`src/source/systolic_cfg.svh`:
```
`ifndef SYSTOLIC_CFG_SVH
`define SYSTOLIC_CFG_SVH

// grid is SYS_ARRAY_SIZE x SYS_ARRAY_SIZE cells
`define SYS_ARRAY_SIZE 4

`define SYS_DATA_WIDTH 8   // signed operand width
`define SYS_ACC_WIDTH  32  // per-cell accumulator

// external memory and output address width
`define SYS_ADDR_WIDTH 12

// entries per feed FIFO
`define SYS_FIFO_DEPTH 8

`endif

```
`src/source/feed_fifo.sv`:
```
`include "systolic_cfg.svh"

module feed_fifo #(
    parameter type payload_t = logic [7:0]
) (
    input  logic     clk,
    input  logic     rst_n,
    input  logic     push,
    input  payload_t push_data,
    input  logic     pop,
    output payload_t pop_data,
    output logic     empty,
    output logic     almost_full
);

    localparam int DEPTH = `SYS_FIFO_DEPTH;
    localparam int PW    = $clog2(DEPTH);

    payload_t      mem [DEPTH];
    logic [PW-1:0] wr_ptr;
    logic [PW-1:0] rd_ptr;
    logic [PW:0]   count;

    always_ff @(posedge clk) begin
        if (push) begin
            mem[wr_ptr] <= push_data;
        end
    end

    always_ff @(posedge clk or negedge rst_n) begin
        if (!rst_n) begin
            wr_ptr <= '0;
            rd_ptr <= '0;
            count  <= '0;
        end else begin
            if (push) begin
                wr_ptr <= (wr_ptr == PW'(DEPTH - 1)) ? '0 : wr_ptr + 1'b1;
            end
            if (pop) begin
                rd_ptr <= (rd_ptr == PW'(DEPTH - 1)) ? '0 : rd_ptr + 1'b1;
            end
            case ({push, pop})
                2'b10:   count <= count + 1'b1;
                2'b01:   count <= count - 1'b1;
                default: ;
            endcase
        end
    end

    assign pop_data    = mem[rd_ptr];  // head is visible before the pop
    assign empty       = (count == '0);
    assign almost_full = (count >= (PW + 1)'(DEPTH - 1)); // room for one read in flight

    no_push_when_full: assert property (@(posedge clk) disable iff (!rst_n)
        push |-> count != (PW + 1)'(DEPTH));

    no_pop_when_empty: assert property (@(posedge clk) disable iff (!rst_n)
        pop |-> !empty);

endmodule

```
`config.mk`:
```
export PLATFORM = sky130hd
export DESIGN_NAME = feed_fifo
export DESIGN_NICKNAME = d
export VERILOG_FILES = /design/src/source/feed_fifo.sv
export VERILOG_INCLUDE_DIRS = /design/src /design/src/source
export SDC_FILE = /design/constraint.sdc
export NUM_CORES = 1
export LEC_CHECK = 0
export BUFFER_PORTS_ARGS = -buffer_cell sky130_fd_sc_hd__clkbuf_2
export CORE_MARGIN = 2
export CORE_UTILIZATION = 45
export DETAILED_ROUTE_END_ITERATION = 10
export GPL_ROUTABILITY_DRIVEN = 0
export RECOVER_POWER = 25
export SYNTH_ARGS = -nofsm -noshare
export SYNTH_HDL_FRONTEND = slang
export SYNTH_SLANG_ARGS = --single-unit
```
`constraint.sdc`:
```
create_clock -name clk -period 1.59 [get_ports clk]
set_clock_uncertainty 0.15 [all_clocks]
set_input_delay 0.159 -clock clk [delete_from_list [all_inputs] [get_ports clk]]
set_output_delay 0.159 -clock clk [all_outputs]
set_load 0.01 [all_outputs]
```
Yosys cells after proc, flatten, opt, wreduce, memory -nomap -nowiden
Memories as Yosys holds them, arrays and structs flattened.
Index checks and enable logic that the tools add are counted.
- add/subtract/negate cells: 4
- magnitude comparators: 1
- equal/unequal tests: 4
- mux-type cells: 5
- reductions and logical operators: 2
- operators with widths (cell ; number):
    $pmux W4 S2 ; 1
    $add A3 B1 Y3 const B ; 2
    $eq A3 B3 Y1 const B ; 2
    $mux W3 ; 2
    $add A4 B1 Y4 const B ; 1
    $ge A4 B3 Y1 const B ; 1
    $logic_not A4 Y1 ; 1
    $sub A4 B1 Y4 const B ; 1
    $eq A2 B1 Y1 const B ; 1
    $eq A2 B2 Y1 const B ; 1
    $mux W1 ; 2
    $reduce_bool A2 Y1 ; 1
- flip-flop bits (word level): 10
- bits in writable memories: 64
- logic and storage cells: 20
- memories: 1
- memory list (memory ; depth ; width ; read ports ; clocked after Yosys merged registers in ; write ports ; line ; RTL):
    mem ; 8 ; 8 ; 1 ; 0 ; 1 ; feed_fifo.sv:19 ; payload_t mem [DEPTH];

Longest topological paths before layout
- depth in word-level cells: 2
- mapped depth: 8
- mapped depth without buffers: 8

Worst setup path after synthesis
OpenSTA, ideal clock, no wires.
- path kind: flip-flop to flip-flop
- start point: reg wr_ptr[2]
- end point: mem mem[0][0] (netlist name) (enable)
- setup time: 383 ps
- arrival time: 1172 ps
- data required time: 1057 ps
- slack: -115 ps
- stages on the path, launching flop included: 3
- path buffers: 0
- clock period less this slack: 1705 ps
- cells stage by stage: dfrtp_1 -> nand2b_1 -> nor3_1
- RTL lines (item ; line ; RTL):
    start: declaration ; feed_fifo.sv:20 ; logic [PW-1:0] wr_ptr;
    start signal: assignment ; feed_fifo.sv:37 ; wr_ptr <= (wr_ptr == PW'(DEPTH - 1)) ? '0 : wr_ptr + 1'b1;
    end: declaration ; feed_fifo.sv:19 ;
Straight into the memory's write port.

==> impl_summary.txt <==
----------------------------------------------------
[Logic synthesis]
  Most used flip-flop cell after synthesis ... sky130_fd_sc_hd__edfxtp_1
  Async set-or-reset flop fraction in the synthesized netlist ... 13.5%
  Number of enable flip-flop cells after synthesis ... 64
  Net Count, Synth ... 170
  Post-synthesis instance area ... 3080 um^2
  Avg Inst Size Synth ... 20.4 um^2
  Distinct cells, synth ... 26
  Post-synth top area cell ... sky130_fd_sc_hd__edfxtp_1
  Top cells by area in the synthesized netlist ... sky130_fd_sc_hd__edfxtp_1, sky130_fd_sc_hd__dfrtp_1, sky130_fd_sc_hd__mux4_1, sky130_fd_sc_hd__mux4_2, sky130_fd_sc_hd__mux2_4
  Synthesized netlist cell count ... 151
  Synthesis warning total ... 0
  Flip-flop and latch count after synthesis ... 74
  Share of synthesized area occupied by flip-flops and latches ... 70.6%
  Share of the synthesized area in the top cell type ... 62.5%

[Setup path]
  Slowest cell on crit path ... sky130_fd_sc_hd__mux4_2
  Biggest fanout along the worst timing path ... 5
  Worst r2r dst ... rd_ptr[2]
  CP endpoint kind ... output pin
  Critical Path Source ... rd_ptr[0]
  Reg2reg setup slack ... -0.03 ns
  Critical Path Source Type ... flip-flop
  Crit path buf inv count ... 2
  Worst Setup Path Type ... reg2out
  CP max stage delay ... 0.52 ns
  Arrival @ worst endpoint ... 1.84 ns
  Number of cells on the worst reg-to-reg path ... 5
  Cell class contributing the biggest share of worst-path delay ... multiplexers
  Endpoint required time on the critical path ... 1.28 ns
  Critical path cell sequence ... buf_6, mux4_2, mux2_4, buf_6
  Cell with the most instances on the worst path ... sky130_fd_sc_hd__buf_6
  Start of the worst register-to-register path ... rd_ptr[0]

[Floorplan]
  Height of the chip ... 86.7 um
  Area enclosed by the die boundary ... 7510 um^2
  Number of I/O pins ... 22
  Starting Density ... 45.8%
  CORE AREA ... 6720 um^2
  Horizontal die dimension ... 86.7 um
  Number of rows in the core area ... 30

[Timing]
  Rel. slew slack ... 60.2%
  Tightest Pin Transition ... 0.597 ns
  Final Cycle Share ... 135%
  Maximum clock frequency ... 464 MHz
  Final-report max-slew violation count ... 0
  Final critical path time including I/O delays and setup ... 2.15 ns
  Final setup vio count ... 10
  Unrepaired setup endpoints after global routing ... yes
  Hold Fails Final Rpt ... 0
  Worst Setup Slack, final ... -0.563 ns

[Routing]
  Overall routed net length ... 5780 um
  Number of nets with antenna violations after detailed routing ... 0
  Wire length per cell ... 19.4 um
  DRC violation total after the first TritonRoute iteration ... 76
  Post-route DRC ... 0
  Count of vias placed by the detailed router ... 1587
  Avg Vias per Cell ... 5.33
  First-pass iteration count of the detailed router ... 4

[Cells and area]
  Number of filler cells placed in the layout ... 517
  Diode count ... 0
  Area added between synthesis and finish ... 24.4%
  Area of all placed cells without fillers ... 3830 um^2
  Count of nets after finishing ... 233
  Share of the core filled with cells in the final layout ... 56.9%
  Share of final-layout standard cells stronger than drive strength 1 ... 44.5%
  Final cell count without fillers ... 298
  Commonest cells after routing, fill and taps aside ... sky130_fd_sc_hd__edfxtp_1, sky130_fd_sc_hd__buf_4, sky130_fd_sc_hd__mux4_2, sky130_fd_sc_hd__clkbuf_2
  Most common library cell in the layout ignoring fill and taps ... sky130_fd_sc_hd__edfxtp_1

[GRT]
  Vias in the first global route ... 1696
  Largest net degree at the start of global routing ... 19
  Aggregate global routing overflow ... 0
  First-pass GRT wire length ... 9200 um
  Antenna violations before repair ... 0
  Aggregate global-route resource usage ... 17.3%

[Worst hold path]
  Type of the tightest min-delay check ... in2reg
  Hold Path Sink ... wr_ptr[1]
  Worst Hold Depth ... 3
  Start point of the worst min-delay path ... push

[Flow run]
  Max-cap viol count ... 0

[CTS]
  Cts bufs inserted ... 9
  Sinks on Clock Net ... 74
  CTS tree ... built
  Clock transition at the register clock pins on the worst setup and hold paths after CTS ... 0.07 ns
  Clock root buffer master ... sky130_fd_sc_hd__clkbuf_8
  Maximum level of the CTS H-tree ... 3
  Clock latency on the worst-skew pair ... 0.34 ns
  Clock tree buffer depth ... 2

[Power and ir drop]
  Highest ir drop seen on vdd ... 0.883 mV
  Pwr per Cell Area ... 1820 nW/um^2
  Share of total power in the clock network ... 24.2%
  Relative contribution of combinational cells to total power ... 35.9%
  Design Power ... 6.98 mW
  Switching share of power ... 28.3%
  Relative contribution of sequential cells to total power ... 39.9%
  Leakage power ... 1.40 nW
  Int Power ... 5.00 mW
  Sw power ... 1.98 mW

[Placement]
  Count of placed standard cells including taps ... 269
  Number of buffers added on ports ... 21
  Total half-perimeter wirelength after legalization and detailed placement ... 3590 um
  Cell Area, Placed ... 3430 um^2
  Worst-case setup slack after placement ... -0.243 ns

[Run status]
  Status ... finished, violations left
  Failing checks ... negative setup slack

----------------------------------------------------
-- cells in the mapped netlist, drive strengths merged (2+ instances only) --
cell type / count
buf: 3
clkbuf: 2
dfrtp: 10
edfxtp: 64
ha: 7
inv: 2
mux2: 14
mux4: 16
nand2: 3
nand2b: 4
nand3b: 2
nor2: 9
nor3: 2
o21ai: 2
xor2: 4
-- cell families after synthesis --
kind of cell | synth area share [%]
fa+ha+maj | 2.85
buf+inv | 1.67
simple gates | 3.99
mux | 18.8
xor+xnor | 1.42
flops | 70.6
compound gates | 0.691
-- registers in the layout, indices dropped and copies added (netlist names) --
| signal | flops |
|---|---|
| mem | 64 |
| count | 4 |
| rd_ptr | 3 |
| wr_ptr | 3 |
-- metal layers --
layer  vias to the layer above  part of all wire, %  global-route usage (%)
li1                        728                    -                       -
met1                       820                   45                    22.3
met2                        28                   50                    27.8
met3                        11                  2.6                    3.81
met4                         0                  2.4                    8.66
met5                         -                    0                       0
-- power groups by stage --
stage               clock network [mW]  registers [mW]  logic [mW]
global placement                     0            2.73        2.15
global route                      1.81            2.83        2.72
CTS                               1.72            2.76        2.36
detailed placement                   0            2.76        2.21
floorplan                            0            2.68        1.58
finish                            1.69            2.79        2.51
-- repair_timing --
action                                  CTS  global route
setup buffers                             0             3
cloned                                    2             0
pin swaps                                 0             3
resized for setup                        18            15
hold buffers                              9             0
endpoints found under the setup margin   11            14
hold endpoints to repair                 74             0
-- stage by stage --
| step | hold WS, ns | setup TNS [ns] |
|---|---|---|
| 2_1_floorplan | -0.287 | -0.857 |
| 4_1_cts | 0.0336 | -4.56 |
| 3_3_place_gp | -0.108 | -1.88 |
| 6_report | 0.0281 | -4.38 |
| 5_1_grt | 0.0387 | -5.20 |
| 3_5_place_dp | -0.0942 | -2.16 |
-- worst reg2reg max path, stage by stage, from the launching register on --
cell,delay [ns]
sky130_fd_sc_hd__dfrtp_2,0.45
sky130_fd_sc_hd__buf_6,0.15
sky130_fd_sc_hd__buf_6,0.11
sky130_fd_sc_hd__ha_2,0.17
sky130_fd_sc_hd__ha_2,0.24
sky130_fd_sc_hd__mux2_2,0.25
-- area by class of cell --
cell class / instances / area, um^2 / share of cell area, %
clock buffer: 9 / 124 / 3.24
clock inverter: 6 / 106 / 2.78
inverter: 2 / 7.51 / 0.196
multi-input combinational: 70 / 875 / 22.9
sequential: 74 / 2180 / 56.9
tap: 80 / 100 / 2.62
timing repair buffer: 57 / 438 / 11.4
-- how the worst max path moves through the flow --
stage             endpoint  slack, ns  cells after the start
2_1_floorplan  pop_data[0]      -0.11                      4
3_3_place_gp   pop_data[1]      -0.23                      4
3_5_place_dp   pop_data[7]      -0.24                      4
4_1_cts        pop_data[3]      -0.58                      4
5_1_grt        pop_data[3]      -0.63                      4
6_report       pop_data[3]      -0.56                      4
No activity file was read; power rests on OpenSTA's default activity.
