[src/source/systolic_cfg.svh]
`ifndef SYSTOLIC_CFG_SVH
`define SYSTOLIC_CFG_SVH

// grid is SYS_ARRAY_SIZE x SYS_ARRAY_SIZE cells
`define SYS_ARRAY_SIZE 4

`define SYS_DATA_WIDTH 8   // signed operand width
`define SYS_ACC_WIDTH  32  // per-cell accumulator

// external memory and output address width
`define SYS_ADDR_WIDTH 12

// entries per feed FIFO
`define SYS_FIFO_DEPTH 8

`endif

[src/source/systolic_pkg.sv]
`include "systolic_cfg.svh"

package systolic_pkg;

    typedef logic signed [`SYS_DATA_WIDTH-1:0] operand_t;

    // one memory word, element n feeds lane n
    typedef operand_t [`SYS_ARRAY_SIZE-1:0] row_t;

    typedef logic signed [`SYS_ACC_WIDTH-1:0] acc_t;

    // indexed [row][col]
    typedef acc_t [`SYS_ARRAY_SIZE-1:0][`SYS_ARRAY_SIZE-1:0] acc_grid_t;

    typedef enum logic [1:0] {
        IDLE,
        FILL,
        COMPUTE,
        WRITE_BACK
    } ctrl_state_t;

    typedef enum logic [2:0] {
        REG_W_BASE  = 3'd0,
        REG_I_BASE  = 3'd1,
        REG_K_DEPTH = 3'd2,
        REG_O_BASE  = 3'd3,
        REG_QSHIFT  = 3'd4,
        REG_CTRL    = 3'd5,  // bit 0 go
        REG_STATUS  = 3'd7   // bit 0 done, read only
    } reg_addr_t;

endpackage

[src/source/array_ctrl_if.sv]
interface array_ctrl_if;

    logic                    clr;        // clears accumulators and mac count
    logic                    run;        // lets the array pop the feed FIFOs
    logic [7:0]              k_depth;    // macs expected per cell
    logic [7:0]              mac_count;  // macs done by the bottom-right cell
    systolic_pkg::acc_grid_t results;

    modport ctrl (
        output clr,
        output run,
        output k_depth,
        input  mac_count,
        input  results
    );

    modport array (
        input  clr,
        input  run,
        input  k_depth,
        output mac_count,
        output results
    );

endinterface

[src/source/systolic_controller.sv]
`include "systolic_cfg.svh"

module systolic_controller (
    input  logic                       clk,
    input  logic                       rst_n,
    input  logic                       go,
    input  logic [7:0]                 w_base,
    input  logic [7:0]                 i_base,
    input  logic [7:0]                 o_base,
    input  logic [7:0]                 k_depth,
    input  logic [7:0]                 qshift,
    input  logic                       w_almost_full,
    input  logic                       i_almost_full,
    input  logic                       out_ack,
    output logic                       w_rd,
    output logic [`SYS_ADDR_WIDTH-1:0] w_addr,
    output logic [`SYS_ADDR_WIDTH-1:0] i_addr,
    output logic                       out_wr,
    output logic [`SYS_ADDR_WIDTH-1:0] out_addr,
    output logic [7:0]                 out_data,
    output logic                       run_done,
    array_ctrl_if.ctrl                 ac
);

    localparam int N      = `SYS_ARRAY_SIZE;
    localparam int ADDR_W = `SYS_ADDR_WIDTH;
    localparam int IDX_W  = $clog2(N * N);

    systolic_pkg::ctrl_state_t state;
    logic [7:0]                feed_cnt;  // reads issued this run
    logic [IDX_W-1:0]          out_idx;   // row-major result index
    systolic_pkg::acc_t        sel;
    systolic_pkg::acc_t        shifted;

    assign ac.clr     = (state == systolic_pkg::IDLE) && go;
    assign ac.run     = (state == systolic_pkg::COMPUTE);
    assign ac.k_depth = k_depth;

    // one read per cycle while both FIFOs have room for it
    assign w_rd = (state == systolic_pkg::FILL || state == systolic_pkg::COMPUTE)
                  && (feed_cnt < k_depth) && !w_almost_full && !i_almost_full;

    assign w_addr   = ADDR_W'(w_base) + ADDR_W'(feed_cnt);
    assign i_addr   = ADDR_W'(i_base) + ADDR_W'(feed_cnt);
    assign out_addr = ADDR_W'(o_base) + ADDR_W'(out_idx);

    assign run_done = (state == systolic_pkg::WRITE_BACK) && out_wr && out_ack
                      && (out_idx == IDX_W'(N * N - 1));

    always_ff @(posedge clk or negedge rst_n) begin
        if (!rst_n) begin
            state    <= systolic_pkg::IDLE;
            feed_cnt <= '0;
            out_idx  <= '0;
            out_wr   <= 1'b0;
        end else begin
            if (w_rd) begin
                feed_cnt <= feed_cnt + 1'b1;
            end
            case (state)
                systolic_pkg::IDLE: begin
                    if (go) begin
                        state    <= systolic_pkg::FILL;
                        feed_cnt <= '0;
                    end
                end
                systolic_pkg::FILL: begin
                    // start the array once fed out or the FIFOs fill up
                    if (feed_cnt == k_depth || w_almost_full || i_almost_full) begin
                        state <= systolic_pkg::COMPUTE;
                    end
                end
                systolic_pkg::COMPUTE: begin
                    if (ac.mac_count == k_depth) begin
                        state   <= systolic_pkg::WRITE_BACK;
                        out_idx <= '0;
                        out_wr  <= 1'b1;
                    end
                end
                systolic_pkg::WRITE_BACK: begin
                    if (out_wr && out_ack) begin
                        out_wr <= 1'b0;  // one idle cycle between writes
                        if (out_idx == IDX_W'(N * N - 1)) begin
                            state <= systolic_pkg::IDLE;
                        end else begin
                            out_idx <= out_idx + 1'b1;
                        end
                    end else if (!out_wr) begin
                        out_wr <= 1'b1;
                    end
                end
                default: state <= systolic_pkg::IDLE;
            endcase
        end
    end

    // arithmetic shift, then clamp to int8
    always_comb begin
        sel     = ac.results[out_idx / N][out_idx % N];
        shifted = sel >>> qshift;
        if (shifted > systolic_pkg::acc_t'(127)) begin
            out_data = 8'h7f;
        end else if (shifted < systolic_pkg::acc_t'(-128)) begin
            out_data = 8'h80;
        end else begin
            out_data = shifted[7:0];
        end
    end

    out_held_until_ack: assert property (@(posedge clk) disable iff (!rst_n)
        out_wr && !out_ack |=> out_wr && $stable(out_addr) && $stable(out_data));

endmodule

[src/flat_wrapper.sv]
// flat-port wrapper written by rule: the top's interface ports become plain ports
module systolic_controller_flat 
  (clk, rst_n, go, w_base, i_base, o_base, k_depth, qshift, w_almost_full, i_almost_full, out_ack, w_rd, w_addr, i_addr, out_wr, out_addr, out_data, run_done, ac_clr, ac_run, ac_k_depth, ac_mac_count, ac_results);
  array_ctrl_if ac_i ();
  input  logic clk;
  input  logic rst_n;
  input  logic go;
  input  logic [7:0] w_base;
  input  logic [7:0] i_base;
  input  logic [7:0] o_base;
  input  logic [7:0] k_depth;
  input  logic [7:0] qshift;
  input  logic w_almost_full;
  input  logic i_almost_full;
  input  logic out_ack;
  output logic w_rd;
  output logic [`SYS_ADDR_WIDTH-1:0] w_addr;
  output logic [`SYS_ADDR_WIDTH-1:0] i_addr;
  output logic out_wr;
  output logic [`SYS_ADDR_WIDTH-1:0] out_addr;
  output logic [7:0] out_data;
  output logic run_done;
  output wire logic [$bits(ac_i.clr)-1:0] ac_clr;
  output wire logic [$bits(ac_i.run)-1:0] ac_run;
  output wire logic [$bits(ac_i.k_depth)-1:0] ac_k_depth;
  input wire logic [$bits(ac_i.mac_count)-1:0] ac_mac_count;
  input wire logic [$bits(ac_i.results)-1:0] ac_results;
  assign ac_clr = ac_i.clr;
  assign ac_run = ac_i.run;
  assign ac_k_depth = ac_i.k_depth;
  assign ac_i.mac_count = ac_mac_count;
  assign ac_i.results = ac_results;
  systolic_controller u_core (.clk(clk), .rst_n(rst_n), .go(go), .w_base(w_base), .i_base(i_base), .o_base(o_base), .k_depth(k_depth), .qshift(qshift), .w_almost_full(w_almost_full), .i_almost_full(i_almost_full), .out_ack(out_ack), .w_rd(w_rd), .w_addr(w_addr), .i_addr(i_addr), .out_wr(out_wr), .out_addr(out_addr), .out_data(out_data), .run_done(run_done), .ac(ac_i));
endmodule
[config.mk]
export PLATFORM = sky130hd
export DESIGN_NAME = systolic_controller_flat
export DESIGN_NICKNAME = d
export VERILOG_FILES = /design/src/source/systolic_pkg.sv /design/src/source/array_ctrl_if.sv /design/src/source/systolic_controller.sv /design/src/flat_wrapper.sv
export VERILOG_INCLUDE_DIRS = /design/src /design/src/source
export SDC_FILE = /design/constraint.sdc
export NUM_CORES = 1
export LEC_CHECK = 0
export BUFFER_PORTS_ARGS = -buffer_cell sky130_fd_sc_hd__buf_2
export CORE_AREA = 2 2 240 242
export CTS_CLUSTER_SIZE = 25
export DETAILED_ROUTE_END_ITERATION = 8
export DIE_AREA = 0 0 242 244
export PLACE_DENSITY_LB_ADDON = 0.2
export SLEW_MARGIN = 10
export SYNTH_ARGS = -nofsm -noshare
export SYNTH_HDL_FRONTEND = slang
export SYNTH_SLANG_ARGS = --single-unit
[constraint.sdc]
create_clock -name clk -period 8 [get_ports clk]
set_input_delay 2 -clock clk [delete_from_list [all_inputs] [get_ports clk]]
set_output_delay 2 -clock clk [all_outputs]
set_load 0.01 [all_outputs]
* Word-level counts from Yosys, hierarchy flattened *
Cells that the tools add are included.

operators by class
  order comparisons = 5
  shifts and indexed selects = 1
  reduce and logical (&&, ||, !) cells = 18
  muxes and demuxes = 22
  add/subtract/negate cells = 5
  equal/unequal tests = 12

operators with widths
  kind                 number
  $bmux 128 s2         1
  $mux 128             1
  $bmux 32 s2          1
  $mux 8               5
  $gt 32x8->1 const B  1
  $lt 32x8->1 const B  1
  $mux 32              1
  $sshr 32x8->32       1
  $add 8x8->9          2
  $eq 8x8->1           2
  $mux 4               3
  $mux 2               5
  $ne 2x2->1 const B   5
  $add 8x4->9          1
  $add 8x1->8 const B  1
  $logic_and 1x1->1    8
  $lt 8x8->1           1
  $pmux 2 s4           1
  $pmux 4 s2           1
  $lt 2x3->1 const B   2
  $reduce_and 5->1     1
  $add 4x1->4 const B  1
  $eq 2x2->1 const B   2
  $eq 4x4->1 const B   1
  other kinds (10)     14

word-level totals
  output and inout bits = 57
  register bits = 15
  input bits = 566

* Depth between registers and ports, before layout *
  depth in word-level cells = 8
  depth in mapped cells = 17
  gate-level depth less buffers = 12

* Worst setup path before layout *
No wires, ideal clock.

  path type = input to output
  start point = input ac_results[511]
  end point = output out_data[1]
  stages = 12
  slack = 0.697 ns
  required time = 6.000 ns
  arrival = 5.303 ns
  cell sequence = mux2i_1 a22o_1 o211a_1 or2_0 clkbuf_1 or4_1 o311a_1 a41oi_2 or4b_1 or3_1 o31a_1 o41ai_1

on the way
  word-level cells in the longest chain between the ends = 8

ends and longest elaborated chain
  what                                RTL line                    RTL
  start: declaration                  flat_wrapper.sv:27          input wire logic [$bits(ac_i.results)-1:0] ac_results;
  $bmux 128 s2 (*)                    systolic_controller.sv:99   sel = ac.results[out_idx / N][out_idx % N];
  $mux 128 (implied by the code) (*)  systolic_controller.sv:99
  $bmux 32 s2 (*)                     systolic_controller.sv:99
  $mux 32 (implied by the code) (*)   systolic_controller.sv:99
  $sshr 32x8->32 (*)                  systolic_controller.sv:100  shifted = sel >>> qshift;
  $lt 32x8->1                         systolic_controller.sv:103  end else if (shifted < systolic_pkg::acc_t'(-128)) begin
  $mux 8                              systolic_controller.sv:103
  $mux 8 (*)                          systolic_controller.sv:101  if (shifted > systolic_pkg::acc_t'(127)) begin
  end: declaration                    flat_wrapper.sv:21          output logic [7:0] out_data;

Mark *: on every way between the ends. The rest lies on a longest branch, timed or not. The select of a mux whose other input is x is not followed.

* Final worst setup path *
  start point = input qshift[7]
  end point = output out_data[4]

on the way
  word-level cells in the longest chain between the ends = 4

ends and longest elaborated chain
  what                RTL line                    RTL
  start: declaration  flat_wrapper.sv:12          input logic [7:0] qshift;
  $sshr 32x8->32 (*)  systolic_controller.sv:100
  $lt 32x8->1         systolic_controller.sv:103
  $mux 8              systolic_controller.sv:103
  $mux 8 (*)          systolic_controller.sv:101

Mark *: on every way between the ends. The rest lies on a longest branch, timed or not.

==> summary.md <==
| Metric | Value |
|---|---|
| Critical path's top delay family | simple AND/OR/NAND/NOR gates |
| Layout cells sized above 1 | 0.490 |
| Final setup vio count | 0 |
| Chip width | 242 um |
| Sink Count | 15 |
| Residual DRC | 0 |
| Starting Density | 0.161 |
| CP arrival | 5.79 ns |
| Post-synth top area share | 0.155 |
| Slew at the pin closest to its max-slew limit | 1.02 ns |
| Num ports | 623 |
| Reg2Reg Setup Slack | 5.33 ns |
| Synthesis-to-finish area growth | 45.4% |
| Hold slack | 0.617 ns |
| Final Instance Area | 0.0131 mm^2 |
| Peak VDD IR | 0.000104 V |
| Hold Buf Count CTS | 0 |
| Worst reg2reg path depth | 5 |
| Via count | 11,700 |
| Post-Route WL | 60.0 mm |
| Hold WC Path Type | reg2reg |
| Port buffer count | 613 |
| Seq/Total Area, Yosys | 0.0416 |
| Syn Inst Count | 1,083 |
| Clk slew on worst S/H paths | 0.05 ns |
| Post-route ant nets | 0 |
| Die Y | 244 um |
| Clock Path Buffers | 2 |
| Yosys warns | 0 |
| Critical Path Sink Type | output pin |
| Max Slew Vio Count | 0 |
| Async SR Flop Fraction | 1.00 |
| Rel. slew slack | 0.320 |
| Iter 0 DRT Violations | 854 |
| TritonCTS Buffers | 3 |
| Hold_sp | u_core.out_wr |
| RSZ-0062 raised after global routing | no |
| LEAKAGE | 5.80 nW |
| Via density per instance | 4.81 |
| Post-synth EDFFs | 0 |
| Hpwl dp | 52.0 mm |
| CTS tree | built |
| Max Fclk | 128 MHz |
| Hold depth | 2 |
| P per Cell Area | 189 mW/mm^2 |
| Buf+Inv Stages, Crit Path | 4 |
| Initial antenna violation count | 10 |
| CP max FO | 7 |
| DR pass1 iterations | 5 |
| Routability Congestion | 1.01 |
| CP max stage cell | or4b_1 |
| Min-Delay Endpoint | u_core.out_wr |
| Min Tclk post-route | 7.79 ns |
| Ys flop type | dfrtp_1 |
| Post-synthesis register bit count | 15 |
| Cell Area, Placed | 0.0130 mm^2 |
| GRT Total Usage | 0.193 |
| Global-route wire length before repair | 85.0 mm |
| Placeable Area | 0.0562 mm^2 |
| Setup TNS | 0 ns |
| CP peak stage delay | 0.55 ns |
| Ranking of synthesized cells by area | mux4_2, mux2i_1, mux2_2 |
| Reg-to-reg endpoint | u_core.out_idx[2] |
| Cell Area, Synth | 0.00903 mm^2 |
| Latest clock arrival within the worst-skew pair | 0.24 ns |
| Status | finished, final reports clean |
| H-tree depth | 1 |
| Largest net degree at the start of global routing | 65 |
| Setup bufs post-CTS | 0 |
| Fin crit share | 0.974 |
| Worst-path cell chain | buf_2 -> or3_1 -> nor2_1 -> o21ai_0 -> and4_1 -> a221oi_1 -> nor4_1 -> buf_4 -> o22ai_1 -> or4b_1 -> or3_1 -> o31a_1 -> buf_4 -> o31ai_1 -> buf_2 |
| # rows | 87 |
| Avg Inst Size Synth | 8.34 um^2 |
| WP data required | 6.00 ns |
| Leading area contributor after synthesis | mux4_2 |
| Worst Clk Skew | 0.00216 ns |
| Max Cap Viol | 0 |
| Unique cell type count in the Yosys netlist | 87 |
| RR Startpoint | u_core.out_idx[3] |
| WL per Instance | 24.6 um |
| Grt total ovfl | 0 |
| Fin nets | 2,281 |
| Setup crit start kind | input pin |
| Die area | 0.0590 mm^2 |
| Vias in the first global route | 12,200 |
| Worst Setup Path Type | in2out |
| Root buffer selected by CTS | clkbuf_16 |
| Final hold violations | 0 |
tightest hold or removal path, stage by stage, from the launching register on:
cell and delay, ns:
dfrtp_1 0.41, nor2_1 0.07, nor2_1 0.10
synthesized netlist by cell type, types with 18 or more instances:
cell / count
mux2i_1: 136
nand2_1: 74
nor2_1: 73
mux4_2: 62
clkbuf_1: 52
a21oi_1: 47
mux2_2: 44
a22oi_1: 43
o21ai_0: 43
ha_1: 35
inv_1: 35
o22ai_1: 32
buf_4: 23
nor3_1: 22
nand3_1: 21
xor2_1: 18
where the power goes:
part           switching (W)  total [W]  internal, W
clock network      0.0000305  0.0000980    0.0000675
logic                0.00130    0.00222     0.000918
registers          0.0000730   0.000168    0.0000950
total                0.00140    0.00248      0.00108
metrics by stage:
stage / util / std cells / setup WS (ns) / total power [W]
floorplan: - / 1091 / 0.697 / 0.00148
global placement: 0.232 / 2428 / 0.218 / 0.00241
detailed placement: 0.232 / 2428 / 0.268 / 0.00242
CTS: 0.234 / 2432 / 0.237 / 0.00252
global route: 0.234 / 2436 / 0.0219 / 0.00269
finish: 0.234 / 2436 / 0.205 / 0.00248
layer usage:
metal	up-vias	track usage	part of all wire
met4	4	0.0552	0.029
met5	-	0	0.00038
met3	69	0.0256	0.057
li1	5465	-	-
met2	594	0.356	0.51
met1	5589	0.233	0.41
worst max-delay path by stage:
stage	start	to	cells past startpoint
after floorplan	ac_results[511]	out_data[1]	12
after global placement	ac_results[191]	out_data[1]	14
after detailed placement	qshift[0]	out_data[4]	16
after CTS	qshift[0]	out_data[6]	15
after global routing	qshift[0]	out_data[4]	16
final	qshift[7]	out_data[4]	15
state kept, by name, summed over array words and instances, names as in the netlist:
signal and flops:
u_core.out_idx 4, u_core.out_wr 1, u_core.feed_cnt 8, u_core.state 2
cell usage in the layout, fill, tap and decap left out, types with 11 or more instances in the layout:
cell	synthesis	routed
buf_2	5	613
mux2i_1	136	136
nand2_1	74	74
nor2_1	73	72
buf_4	23	69
mux4_2	62	62
a21oi_1	47	47
mux2_2	44	44
o21ai_0	43	43
a22oi_1	43	43
inv_1	35	35
ha_1	35	35
o22ai_1	32	32
nor3_1	22	22
nand3_1	21	21
xor2_1	18	18
xnor2_1	16	16
a211oi_1	13	13
a21o_1	12	12
nand4_1	12	12
a221oi_1	12	12
a22o_1	12	12
dfrtp_1	15	11
final cells by class:
class	instances	area [um^2]
flip-flops and latches	15	385
multi-input cells	933	7890
clock buffers	4	78.8
well taps	756	946
repair buffers	687	3690
inverters	37	139
diodes	4	10.0
fillers	6376	43000
cell families after synthesis:
| family | count (synthesis) | share of synthesized area |
|---|---|---|
| buf+inv | 143 | 0.0895 |
| flops | 15 | 0.0416 |
| simple gates | 280 | 0.153 |
| xor+xnor | 34 | 0.0330 |
| compound gates | 328 | 0.261 |
| other cells | 1 | 0.000415 |
| mux | 244 | 0.366 |
| fa+ha+maj | 38 | 0.0551 |
repair_timing:
action,in CTS,in global routing
endpoints found under the hold margin,0,0
resized for setup,0,1
setup endpoints to repair,0,6
Power figures use the tool's default switching activity.
