$ cat config.mk
export PLATFORM = sky130hd
export DESIGN_NAME = config_regs
export DESIGN_NICKNAME = d
export VERILOG_FILES = /design/src/source/systolic_pkg.sv /design/src/source/config_regs.sv
export VERILOG_INCLUDE_DIRS = /design/src /design/src/source
export SDC_FILE = /design/constraint.sdc
export NUM_CORES = 1
export LEC_CHECK = 0
export ABC_AREA = 1
export ABC_CLOCK_PERIOD_IN_PS = 1200
export BUFFER_PORTS_ARGS = -buffer_cell sky130_fd_sc_hd__buf_2
export CAP_MARGIN = 5
export CORE_ASPECT_RATIO = 1.25
export CORE_MARGIN = 5
export CORE_UTILIZATION = 50
export CTS_CLUSTER_DIAMETER = 80
export CTS_CLUSTER_SIZE = 10
export DETAILED_ROUTE_END_ITERATION = 10
export MAX_ROUTING_LAYER = met4
export PLACE_DENSITY = 0.77
export SETUP_SLACK_MARGIN = 0.5
export SLEW_MARGIN = 20
export SYNTH_ARGS = -nofsm -noshare
export SYNTH_HDL_FRONTEND = slang
export SYNTH_SLANG_ARGS = --single-unit
$ cat constraint.sdc
create_clock -name clk -period 1.2 [get_ports clk]
set_input_delay 0.18 -clock clk [delete_from_list [all_inputs] [get_ports clk]]
set_output_delay 0.18 -clock clk [all_outputs]
set_load 0.02 [all_outputs]
$ cat src/source/systolic_cfg.svh
`ifndef SYSTOLIC_CFG_SVH
`define SYSTOLIC_CFG_SVH

// grid is SYS_ARRAY_SIZE x SYS_ARRAY_SIZE cells
`define SYS_ARRAY_SIZE 4

`define SYS_DATA_WIDTH 8   // signed operand width
`define SYS_ACC_WIDTH  32  // per-cell accumulator

// external memory and output address width
`define SYS_ADDR_WIDTH 12

// entries per feed FIFO
`define SYS_FIFO_DEPTH 8

`endif

$ cat src/source/systolic_pkg.sv
`include "systolic_cfg.svh"

package systolic_pkg;

    typedef logic signed [`SYS_DATA_WIDTH-1:0] operand_t;

    // one memory word, element n feeds lane n
    typedef operand_t [`SYS_ARRAY_SIZE-1:0] row_t;

    typedef logic signed [`SYS_ACC_WIDTH-1:0] acc_t;

    // indexed [row][col]
    typedef acc_t [`SYS_ARRAY_SIZE-1:0][`SYS_ARRAY_SIZE-1:0] acc_grid_t;

    typedef enum logic [1:0] {
        IDLE,
        FILL,
        COMPUTE,
        WRITE_BACK
    } ctrl_state_t;

    typedef enum logic [2:0] {
        REG_W_BASE  = 3'd0,
        REG_I_BASE  = 3'd1,
        REG_K_DEPTH = 3'd2,
        REG_O_BASE  = 3'd3,
        REG_QSHIFT  = 3'd4,
        REG_CTRL    = 3'd5,  // bit 0 go
        REG_STATUS  = 3'd7   // bit 0 done, read only
    } reg_addr_t;

endpackage

$ cat src/source/config_regs.sv
module config_regs (
    input  logic                    clk,
    input  logic                    rst_n,
    input  systolic_pkg::reg_addr_t reg_addr,
    input  logic                    reg_wr,
    input  logic [7:0]              reg_wdata,
    input  logic                    run_done,
    output logic [7:0]              reg_rdata,
    output logic                    go,
    output logic [7:0]              w_base,
    output logic [7:0]              i_base,
    output logic [7:0]              o_base,
    output logic [7:0]              k_depth,
    output logic [7:0]              qshift
);

    logic done;

    always_ff @(posedge clk or negedge rst_n) begin
        if (!rst_n) begin
            w_base  <= '0;
            i_base  <= '0;
            o_base  <= '0;
            k_depth <= '0;
            qshift  <= '0;
            go      <= 1'b0;
            done    <= 1'b0;
        end else begin
            if (reg_wr) begin
                case (reg_addr)
                    systolic_pkg::REG_W_BASE:  w_base  <= reg_wdata;
                    systolic_pkg::REG_I_BASE:  i_base  <= reg_wdata;
                    systolic_pkg::REG_K_DEPTH: k_depth <= reg_wdata;
                    systolic_pkg::REG_O_BASE:  o_base  <= reg_wdata;
                    systolic_pkg::REG_QSHIFT:  qshift  <= reg_wdata;
                    systolic_pkg::REG_CTRL: begin
                        // a go while busy is ignored
                        if (reg_wdata[0] && !go) begin
                            go   <= 1'b1;
                            done <= 1'b0;
                        end
                    end
                    default: ;
                endcase
            end
            if (run_done) begin  // end of run from the controller
                go   <= 1'b0;
                done <= 1'b1;
            end
        end
    end

    // read data one cycle after the address
    always_ff @(posedge clk or negedge rst_n) begin
        if (!rst_n) begin
            reg_rdata <= '0;
        end else if (!reg_wr) begin
            case (reg_addr)
                systolic_pkg::REG_W_BASE:  reg_rdata <= w_base;
                systolic_pkg::REG_I_BASE:  reg_rdata <= i_base;
                systolic_pkg::REG_K_DEPTH: reg_rdata <= k_depth;
                systolic_pkg::REG_O_BASE:  reg_rdata <= o_base;
                systolic_pkg::REG_QSHIFT:  reg_rdata <= qshift;
                systolic_pkg::REG_CTRL:    reg_rdata <= {7'd0, go};
                systolic_pkg::REG_STATUS:  reg_rdata <= {7'd0, done};
                default:                   reg_rdata <= '0;
            endcase
        end
    end

endmodule

After elaboration in Yosys (flattened, before gate mapping)
Index checks and enable logic that the tools add are counted.
{"block": "classes", "n_reduce_logical": 12, "mux": 9, "n_eq_ne": 6}
{"cell": "$pmux W8 S7", "n": 1}
{"cell": "$reduce_and A2 Y1", "n": 5}
{"cell": "$eq A3 B3 Y1 const B", "n": 3}
{"cell": "$mux W1", "n": 8}
{"cell": "$eq A3 B2 Y1 const B", "n": 2}
{"cell": "$reduce_bool A2 Y1", "n": 3}
{"cell": "$eq A3 B1 Y1 const B", "n": 1}
{"cell": "$logic_not A3 Y1", "n": 1}
{"cell": "$reduce_and A3 Y1", "n": 1}
{"cell": "$logic_and A1 B1 Y1", "n": 1}
{"cell": "$logic_not A1 Y1", "n": 1}
{"block": "totals", "word_cells": 35, "in_bits": 15, "reg_bits": 50}

Logic depth before layout (Yosys ltp)
Gate-level depths: netlist (run 1).
{"block": "logic_depth", "depth_word": 6, "depth_mapped": 9}

Worst setup path after synthesis (run 1)
OpenSTA, ideal clock, no wires.
{"block": "synth_path", "path_type": "register -> register", "from": "register go", "to": "register done", "setup_ns": 0.118, "n_path_buf": 0, "synth_period_minus_slack_ns": 1.018, "setup_slack_ns": 0.182, "stages_incl_launch_ff": 4, "arrival_time_ns": 0.900, "path_cell_list": "dfrtp_1 > nor3_1 > nand3_1 > a21o_1"}
{"block": "synth_between", "elab_chain_len": 4}
{"item": "from (decl)", "line": "config_regs.sv:9", "source": "output logic go,"}
{"item": "from (signal assigned)", "line": "config_regs.sv:26", "source": "go <= 1'b0;"}
{"item": "from (signal assigned)", "line": "config_regs.sv:39", "source": "go <= 1'b1;"}
{"item": "from (signal assigned)", "line": "config_regs.sv:47", "source": "go <= 1'b0;"}
{"item": "$logic_not A1 Y1", "line": "config_regs.sv:38", "source": "if (reg_wdata[0] && !go) begin"}
{"item": "$logic_and A1 B1 Y1", "line": "config_regs.sv:38"}
{"item": "$reduce_bool A2 Y1 (no line)"}
{"item": "$reduce_and A3 Y1 (no line)"}
{"item": "to (signal assigned)", "line": "config_regs.sv:27", "source": "done <= 1'b0;"}
{"item": "to (signal assigned)", "line": "config_regs.sv:40", "source": "done <= 1'b0;"}
{"item": "to (signal assigned)", "line": "config_regs.sv:48", "source": "done <= 1'b1;"}
{"item": "to (decl)", "line": "config_regs.sv:17", "source": "logic done;"}
No other way between the ends.
A chain may end at the register's enable or synchronous reset.

Final worst setup path (run 1)
{"block": "layout_path", "from": "register k_depth[6]", "to": "register reg_rdata[6]"}
{"block": "layout_between", "elab_chain_len": 1}
{"item": "from (decl)", "line": "config_regs.sv:13", "source": "output logic [7:0] k_depth,"}
{"item": "from (signal assigned)", "line": "config_regs.sv:33", "source": "systolic_pkg::REG_K_DEPTH: k_depth <= reg_wdata;"}
{"item": "$pmux W8 S7", "line": "config_regs.sv:58", "source": "case (reg_addr)"}
{"item": "to (signal assigned)", "line": "config_regs.sv:59", "source": "systolic_pkg::REG_W_BASE: reg_rdata <= w_base;"}
{"item": "to (signal assigned)", "line": "config_regs.sv:60", "source": "systolic_pkg::REG_I_BASE: reg_rdata <= i_base;"}
{"item": "to (signal assigned)", "line": "config_regs.sv:61", "source": "systolic_pkg::REG_K_DEPTH: reg_rdata <= k_depth;"}
{"item": "to (decl)", "line": "config_regs.sv:8", "source": "output logic [7:0] reg_rdata,"}
No other way between the ends.

==> reports/results.ini, run 1 <==
[sta]
finalHoldViolations=0
fin_ws_ns=-0.122
fin_crit_ns=1.32
maxSlewHeadroom_pct=79.1
max_slew.worst_pin.slew_ns=0.314
period_share_pct=110
slew_violations=0
fin_tns_setup_ns=-0.146
skew_ns=0.00826
hold_ws_ns=0.0351
fmax_mhz=757
rsz0062_at_grt=true
setup_viol=4

[clock_tree]
root_buffer=clkbuf_8
cts_tree=done
cts_buffer_depth=2
path_clk_slew_ns=0.10
clk_latency_ns=0.32
cts_made_buffers=5
htreeDepth=2
clkSinkCount=50

[finish]
utilization_pct=98.1
fin_cells=469
num_antenna_cells=0
final_area_um2=4370
multi_input_area_um2=1350
fillers=48
syn_to_final_growth_pct=87.3
layout.area.seq_um2=1290
final_nets=425
drive_gt1_share_pct=67.4

[worst_hold_path]
hold_path_class=primary input to flop
hp-start=run_done

[setup_path]
crit_family=simple AND/OR/NAND/NOR gates
cp.required_ns=1.41
r2r-start=k_depth[6]$_DFFE_PN0P_
worst_path_most_repeated_cell=nand2_1
max_stage_delay_ns=0.47
start_kind=flop
startpoint=k_depth[6]$_DFFE_PN0P_
end_kind=flop
crit_buf_inv=1
worstSetupPathType=flop to flop
worstPathCellList=buf_6, nand3_4, nand2_1, nor2_1, nand2_1, nand2_1, nand2_1
worstPathArrival_ns=1.53
slowest_stage=dfrtp_2
cp_max_fo=3

[logic_synthesis]
asyncSetResetFlopFracSynth_pct=100
postSynthCellCount=270
syn_area_per_cell_um2=8.65
seq_area_frac_synth_pct=53.6
synthesis.area_um2=2340
synth_edf_count=0
yosysWarnings=0
ys_ff_latch=50
syn_nets=285
synthDistinctLibCells=23
dominantRegCellSynth=dfrtp_1

[placement]
io_buffers=63
place.gp.congestion=0.860
placed_cells_incl_taps=400
placed_area_um2=3010
dp_slack_ns=-0.0708
hpwl_um=4680

[global_route]
grt_overflow=0
antenna_found_initial=0
grt_pass1_vias=2850
grt_max_degree=51
grt_use_total_pct=31.9
grt_pass1_wl_um=14600

[detailed_routing]
drtAntennaViolNets=0
finalWirelength_um=13200
routed_via_density=6.85
detail_route.iter0.violations=545
avgRoutedWirePerCell_um=28.1
drcViolationCount=0
first_pass_iters=7
vias=3212

[run_status]
violations=negative setup slack
status=complete, but fails checks

[die]
die_h_um=86.4
rows=27
chipWidth_um=71.1
dieArea_um2=6150
io_pins=64
core_um2=4460
start_util_pct=52.4

[power]
ir_drop_uv=1590
power_mw=6.46
p_per_area_nw_per_um2=1480
p_leak_nw=2.08

[flow_run]
maxCapViolations=0

==> layout by cell type (no fill, tap or decap), types with 2 or more instances in the layout <==
cell,n
buf_16,2
buf_2,10
clkbuf_8,5
o21ai_1,19
nand2_4,6
o21ai_2,21
dfrtp_1,17
nand3_1,5
inv_1,9
nand4_1,10
nor2_4,4
buf_4,34
dfrtp_2,33
nand3_4,8
buf_12,7
nand3_2,17
nor2_1,6
nand2_1,63
nor2_2,3
nand2_2,31
clkbuf_1,2
buf_6,84
nand2_8,2
==> cell type report <==
type	count	share of cell area [%]
inverter	13	1.69
sequential	50	29.5
timing repair buffer	140	33.8
clock buffer	7	1.74
tap	58	1.66
multi-input combinational	200	30.9
clock inverter	1	0.686
==> metal layers <==
metal  global-route usage, %  vias to the layer above  routed length (um)
met5                       -                        -                   0
met4                    14.0                        0                1400
met3                    5.45                      158                1430
met2                    55.8                      381                6300
met1                    35.6                     1494                4050
li1                        -                     1179                   -
==> cell families after synthesis <==
group           share of synthesized area [%]
compound gates                           10.9
buf+inv                                  5.84
flops                                    53.6
simple gates                             29.7
==> sequential cells by signal (all words and copies together) (netlist names) <==
| register | flops |
|---|---|
| i_base | 8 |
| reg_rdata | 8 |
| o_base | 8 |
| k_depth | 8 |
| w_base | 8 |
| done | 1 |
| qshift | 8 |
| go | 1 |
==> synthesized netlist by cell type, types with 2 or more instances <==
cell type  count  area share (%)
nand2_1       96              15
dfrtp_1       50              54
nand3_1       26             5.6
o21ai_0       17             3.6
o21ai_1       12             2.6
o21ai_2       11             4.1
nand4_1       10             2.7
nor2_1        10             1.6
inv_1          9             1.4
buf_2          7             1.5
buf_6          4             1.9
inv_2          4            0.64
nand2_2        3            0.80
nor2_4         2            0.96
==> where the power goes <==
part | switching [mW] | total [mW] | internal, mW
Sequential | 0.394 | 2.41 | 2.02
Combinational | 1.41 | 2.80 | 1.39
Clock | 0.614 | 1.24 | 0.626
==> timing repair <==
item,4_1_cts,5_1_grt
hold buffers,1,0
endpoints found under the setup margin,99,99
gates resized for setup,160,60
endpoints found under the hold margin,50,0
cloned,7,0
pin swaps,26,39
setup buffers,32,21
==> final timing paths <==
check | end | slack (ns) | depth (start not counted)
setup / recovery | reg_rdata[6]$_DFFE_PN0N_ | -0.12 | 7
hold / removal | go$_DFFE_PN0P_ | 0.04 | 2
setup reg to reg | reg_rdata[6]$_DFFE_PN0N_ | -0.12 | 7
hold reg to reg | reg_rdata[5]$_DFFE_PN0N_ | 0.55 | 2
max in group asynchronous | qshift[1]$_DFFE_PN0P_ | 0.47 | 3
min in group asynchronous | o_base[7]$_DFFE_PN0P_ | 0.46 | 3
No activity file was read; power rests on OpenSTA's default activity.
==> run 2, diff against run 1 <==
Settings changed: ABC_CLOCK_PERIOD_IN_PS 1200 to 1300.
Clock period 1.2 ns to 1.3 ns, I/O delays scaled along.
==> run 2 against run 1 <==
Net effect:
- the run now ends clean
- sequential share of layout area grew 2.8 points
- final area shrank 9.3%
- count of clock-buffer cells in the layout grew 1
- die area is the same
- combinational power shrank 19%
==> reports/results.ini, run 2 (synthesized netlist as in run 1, its figures left out) <==
[sta]
slew_violations=0  ; unchanged
hold_ws_ns=0.0530  ; +0.0179 ns
finalHoldViolations=0  ; unchanged
maxSlewHeadroom_pct=76.5  ; -2.6 points
setup_viol=0  ; -4
fin_crit_ns=1.17
fin_ws_ns=0.125  ; +0.247 ns
rsz0062_at_grt=true
period_share_pct=90.4
skew_ns=0.00810  ; -0.000160 ns
max_slew.worst_pin.slew_ns=0.353  ; +0.0388 ns
fin_tns_setup_ns=0  ; +0.146 ns
fmax_mhz=851

[detailed_routing]
routed_via_density=6.06  ; -12%
drtAntennaViolNets=0  ; unchanged
vias=2727  ; -15%
first_pass_iters=10  ; +3
avgRoutedWirePerCell_um=21.4  ; -24%
drcViolationCount=0  ; unchanged
detail_route.iter0.violations=238  ; -56%
finalWirelength_um=9650  ; -27%

[setup_path]
start_kind=flop
worstPathArrival_ns=0.98  ; -0.55 ns
worstSetupPathType=flop to output pin
startpoint=k_depth[0]$_DFFE_PN0P_
r2r_slack_ns=0.13  ; +0.25 ns
timing.rr.end=reg_rdata[7]$_DFFE_PN0N_
cp.required_ns=1.11  ; -0.30 ns
end_kind=output pin
endpoint=k_depth[0]
reg2regPathDepth=7  ; unchanged
cp_max_fo=2  ; -1
r2r-start=w_base[7]$_DFFE_PN0P_

[power]
ir_drop_uv=1250  ; -21%
p_per_area_nw_per_um2=1340  ; -9.3%
p_seq_share_pct=40.8  ; +3.4 points
power.share.clock_pct=16.7  ; -2.5 points
p_comb_share_pct=42.5  ; -0.9 points
p_leak_nw=1.93  ; -7.0%
power_mw=5.31  ; -18%
switchingPower_mw=1.92  ; -21%
p_int_mw=3.39  ; -16%
swShare_pct=36.1  ; -1.3 points

[finish]
drive_gt1_share_pct=58.9  ; -8.5 points
final_cell_mix=72 x nand2_1, 71 x buf_6, 34 x buf_4
layout_commonest_cell=nand2_1
syn_to_final_growth_pct=69.8
final_nets=406  ; -4.5%
fillers=182  ; +280%
num_antenna_cells=0  ; unchanged

[global_route]
grt_pass1_wl_um=11800  ; -19%
top_usage_layer=met2
met2_usage_pct=44.9  ; -11 points
grt_max_degree=51  ; unchanged
met1_usage_pct=29.2  ; -6.3 points
grt_pass1_vias=2426  ; -15%
use_met3_pct=3.48  ; -2.0 points
grt_overflow=0  ; unchanged
antenna_found_initial=0  ; unchanged
grt_use_total_pct=25.3  ; -6.6 points

[die]
chipWidth_um=71.1  ; unchanged
core_um2=4460  ; unchanged
start_util_pct=52.4  ; unchanged
dieArea_um2=6150  ; unchanged
io_pins=64  ; unchanged
rows=27  ; unchanged
die_h_um=86.4  ; unchanged

[placement]
dp_slack_ns=0.0392  ; +0.110 ns
place.gp.congestion=0.880  ; +2.3%
io_buffers=63  ; unchanged
hpwl_um=4410  ; -5.8%

[worst_hold_path]
hp-start=run_done
hold_path_class=primary input to flop

[clock_tree]
clkSinkCount=50  ; unchanged
cts_buffer_depth=2  ; unchanged
root_buffer=clkbuf_8
path_clk_slew_ns=0.09  ; about the same
cts_tree=done
htreeDepth=2  ; unchanged
cts_made_buffers=5  ; unchanged
clk_latency_ns=0.31  ; about the same

[run_status]
status=completed

[flow_run]
maxCapViolations=0  ; unchanged

## run 2: final cells by class
type                            instances  area (um^2)  share of cell area, %
Sequential cell                        50         1280                   32.3
Timing Repair Buffer                  122         1230                   31.1
Multi-Input combinational cell        199         1220                   30.9
Clock buffer                            8         80.1                   2.02
Tap cell                               58         72.6                   1.83
Inverter                               13         71.3                   1.80
## run 2: per-stage QoR
| step | cells | area, um^2 | utilization [%] |
|---|---|---|---|
| global placement | 391 | 2880 | 64.6 |
| floorplan | 270 | 2490 | - |
| finish | 450 | 3970 | 88.9 |
| detailed placement | 391 | 2880 | 64.6 |
| CTS | 432 | 3590 | 80.5 |
| global route | 450 | 3970 | 88.9 |
## run 2: worst min-delay path by stage
stage | endpoint | slack (ns) | cells after the start
6_report | go$_DFFE_PN0P_ | 0.05 | 2
5_1_grt | go$_DFFE_PN0P_ | 0.05 | 2
4_1_cts | go$_DFFE_PN0P_ | 0.04 | 2
3_5_place_dp | qshift[0]$_DFFE_PN0P_ | 0.20 | 2
3_3_place_gp | qshift[0]$_DFFE_PN0P_ | 0.20 | 2
2_1_floorplan | done$_DFFE_PN0P_ | -0.10 | 0
## run 2: critical path, stage by stage (launching register included)
cell and delay [ns]:
dfrtp_2 0.43, buf_6 0.12, buf_6 0.12
## run 2: power by group through the flow
stage | combinational, mW | sequential, mW | clock, mW
after global placement | 1.21 | 2.11 | 0
after detailed placement | 1.24 | 2.12 | 0
final | 2.26 | 2.17 | 0.889
after floorplan | 0.427 | 2.42 | 0
after global routing | 2.37 | 2.19 | 0.956
after CTS | 1.86 | 2.11 | 0.877
## run 2: layer usage
layer  routed length (um)  part of all wire (%)
met5                    0                     0
met4                  602                   6.2
met3                  721                   7.5
met2                 4880                    51
met1                 3440                    36
## run 2: timing repair
action	in CTS	in global routing
hold buffers	1	0
endpoints found under the setup margin	99	91
gates resized for setup	114	69
hold endpoints to repair	50	0
buffers inserted	29	16
pin swaps	14	22
gates cloned	3	2
==> run 3, diff against run 2 <==
Settings changed: ABC_AREA 1 to unset.
==> run 3 against run 2 <==
Net effect:
- highest routed layer unchanged
- critical endpoint is now reg_rdata[0]$_DFFE_PN0N_
- non-clock buffer count is 1 higher
- the run now ends with negative hold slack left
- global-route usage is 1.3 points higher
- via count is 22% lower
- clock skew hardly changed
- count of clock-buffer cells in the layout is 2 lower
==> reports/results.ini, run 3 <==
[sta]
fmax_mhz=806  ; -5.3%
finalHoldViolations=13  ; +13
rsz0062_at_grt=true
fin_crit_ns=1.24  ; +0.0655 ns
maxSlewHeadroom_pct=65.5  ; -11 points
skew_ns=0.00855  ; +0.000453 ns
hold_ws_ns=-0.194  ; -0.247 ns
max_slew.worst_pin.slew_ns=0.516  ; +0.163 ns
slew_violations=0  ; unchanged
setup_viol=0  ; unchanged
period_share_pct=95.4  ; +5.0 points

[power]
p_per_area_nw_per_um2=1520  ; +13%
p_comb_share_pct=42.6  ; about the same
power.share.clock_pct=18.8  ; +2.1 points
power_mw=5.78  ; +8.8%
p_int_mw=3.86  ; +14%
p_seq_share_pct=38.6  ; -2.2 points
switchingPower_mw=1.92  ; about the same
ir_drop_uv=1070  ; -14%
p_leak_nw=1.81  ; -6.1%
swShare_pct=33.2  ; -2.9 points

[placement]
hpwl_um=4250  ; -3.7%
io_buffers=63  ; unchanged
place.gp.congestion=0.826  ; -6.2%
placed_cells_incl_taps=300  ; -23%

[logic_synthesis]
ys_top_cells_by_area=dfrtp_1 56%, mux2_2 20%, a22oi_1 4.7%
yosysMostFrequentCell=dfrtp_1
asyncSetResetFlopFracSynth_pct=100  ; unchanged
syn_area_per_cell_um2=13.6  ; +58%
seq_area_frac_synth_pct=55.9  ; +2.4 points
dominantRegCellSynth=dfrtp_1
synth_top_area_share_pct=55.9  ; +2.4 points
synth_edf_count=0  ; unchanged
synthDistinctLibCells=33  ; +43%
yosysTopAreaCell=dfrtp_1
yosysWarnings=0  ; unchanged
synth.top_cells.by_count=50 x dfrtp_1, 39 x mux2_2, 14 x a22oi_1
ys_ff_latch=50  ; unchanged
synthesis.area_um2=2240  ; -4.2%
postSynthCellCount=164  ; -39%
syn_nets=179  ; -37%

[global_route]
grt_overflow=0  ; unchanged
grt_use_total_pct=26.6  ; +1.3 points
grt_max_degree=38  ; -25%
grt_pass1_vias=2192  ; -9.6%
grt_pass1_wl_um=11800  ; -0.23%
antenna_found_initial=0  ; unchanged

[finish]
final_cell_mix=77 x buf_6, 49 x dfrtp_1, 33 x mux2_4
multi_input_area_um2=1100  ; -10%
layout_commonest_cell=buf_6
final_nets=301  ; -26%
layout.area.seq_um2=1250  ; -2.3%
num_antenna_cells=0  ; unchanged
drive_gt1_share_pct=65.5  ; +6.6 points
syn_to_final_growth_pct=70.3
utilization_pct=87.4  ; -1.5 points
fillers=165  ; -9.3%
fin_cells=345  ; -23%

[worst_hold_path]
hold_path_class=primary input to async pin

[setup_path]
cp_max_fo=3  ; +1
end_kind=flop
worstSetupPathType=flop to flop
cp.required_ns=1.47  ; +0.36 ns
worstPathArrival_ns=1.41  ; +0.43 ns
start_kind=flop

[detailed_routing]
drtAntennaViolNets=0  ; unchanged
avgRoutedWirePerCell_um=25.6  ; +20%
routed_via_density=6.18  ; +1.9%
detail_route.iter0.violations=171  ; -28%
first_pass_iters=4  ; -6
drcViolationCount=0  ; unchanged
vias=2131  ; -22%
finalWirelength_um=8850  ; -8.3%

[clock_tree]
root_buffer=clkbuf_8
cts_made_buffers=5  ; unchanged
path_clk_slew_ns=0.09  ; about the same
clk_latency_ns=0.30  ; about the same
htreeDepth=2  ; unchanged
cts_tree=done
cts_buffer_depth=2  ; unchanged
clkSinkCount=50  ; unchanged

[die]
core_um2=4360  ; -2.3%
dieArea_um2=5920  ; -3.7%
io_pins=64  ; unchanged
rows=27  ; unchanged
die_h_um=84.8  ; -1.9%
start_util_pct=51.3  ; -1.0 points
chipWidth_um=69.8  ; -1.8%

[run_status]
violations=negative hold slack
status=complete, but fails checks

[flow_run]
maxCapViolations=0  ; unchanged

run 3: worst max-delay path, stage by stage (launching register included):
cell and delay, ns:
dfrtp_1 0.42, mux2i_1 0.18, o21ai_1 0.11, a221oi_1 0.31, o21ai_1 0.10
run 3: logic make-up after synthesis:
family / Yosys count / share of synthesized area [%]
simple gates: 25 / 8.11
flops: 50 / 55.9
buf+inv: 11 / 2.63
compound gates: 37 / 12.8
mux: 41 / 20.5
run 3: worst paths after layout:
| check | from | slack, ns | endpoint | depth (start not counted) |
|---|---|---|---|---|
| max | o_base[0]$_DFFE_PN0P_ | 0.06 | reg_rdata[0]$_DFFE_PN0N_ | 4 |
| min in group clk | run_done | 0.07 | go$_DFFE_PN0P_ | 2 |
| max in group asynchronous | rst_n | 0.98 | reg_rdata[1]$_DFFE_PN0N_ | 2 |
| max reg2reg | o_base[0]$_DFFE_PN0P_ | 0.06 | reg_rdata[0]$_DFFE_PN0N_ | 4 |
| min reg2reg | done$_DFFE_PN0P_ | 0.52 | done$_DFFE_PN0P_ | 1 |
| min | rst_n | -0.19 | o_base[7]$_DFFE_PN0P_ | 1 |
run 3: repair_timing:
item	4_1_cts	5_1_grt
pin swaps	3	8
resized for setup	152	24
setup buffers	30	7
hold endpoints to repair	13	13
setup endpoints to repair	99	99
run 3: final cells by class:
| cell class | instances | area share (%) |
|---|---|---|
| Clock inverter | 2 | 0.985 |
| Timing Repair Buffer | 123 | 33.0 |
| Inverter | 3 | 0.394 |
| Multi-Input combinational cell | 103 | 28.9 |
| Sequential cell | 50 | 32.9 |
| Tap cell | 58 | 1.90 |
| Clock buffer | 6 | 1.90 |
run 3: power groups by stage:
stage / sequential [mW] / combinational [mW] / clock (mW)
after CTS: 2.18 / 2.24 / 1.09
after global placement: 2.16 / 1.37 / 0
after detailed placement: 2.16 / 1.40 / 0
after floorplan: 2.50 / 0.485 / 0
after global routing: 2.25 / 2.56 / 1.15
final: 2.23 / 2.46 / 1.09
run 3: layer usage:
metal	up-vias	wire length (um)	track usage (%)
met1	1086	3250	30.4
met5	-	0	-
met3	44	544	4.43
li1	859	-	-
met2	142	4610	45.1
met4	0	446	12.9
run 3: metrics by stage:
step | TNS (ns) | area [um^2] | worst slack (ns) | hold WS, ns
floorplan | 0 | 2310 | 0.00707 | -0.101
global placement | -1.43 | 2830 | -0.114 | 0.123
detailed placement | -1.83 | 2830 | -0.144 | 0.127
CTS | 0 | 3670 | 0.181 | -0.195
global route | 0 | 3810 | 0.00101 | -0.179
finish | 0 | 3810 | 0.0598 | -0.194
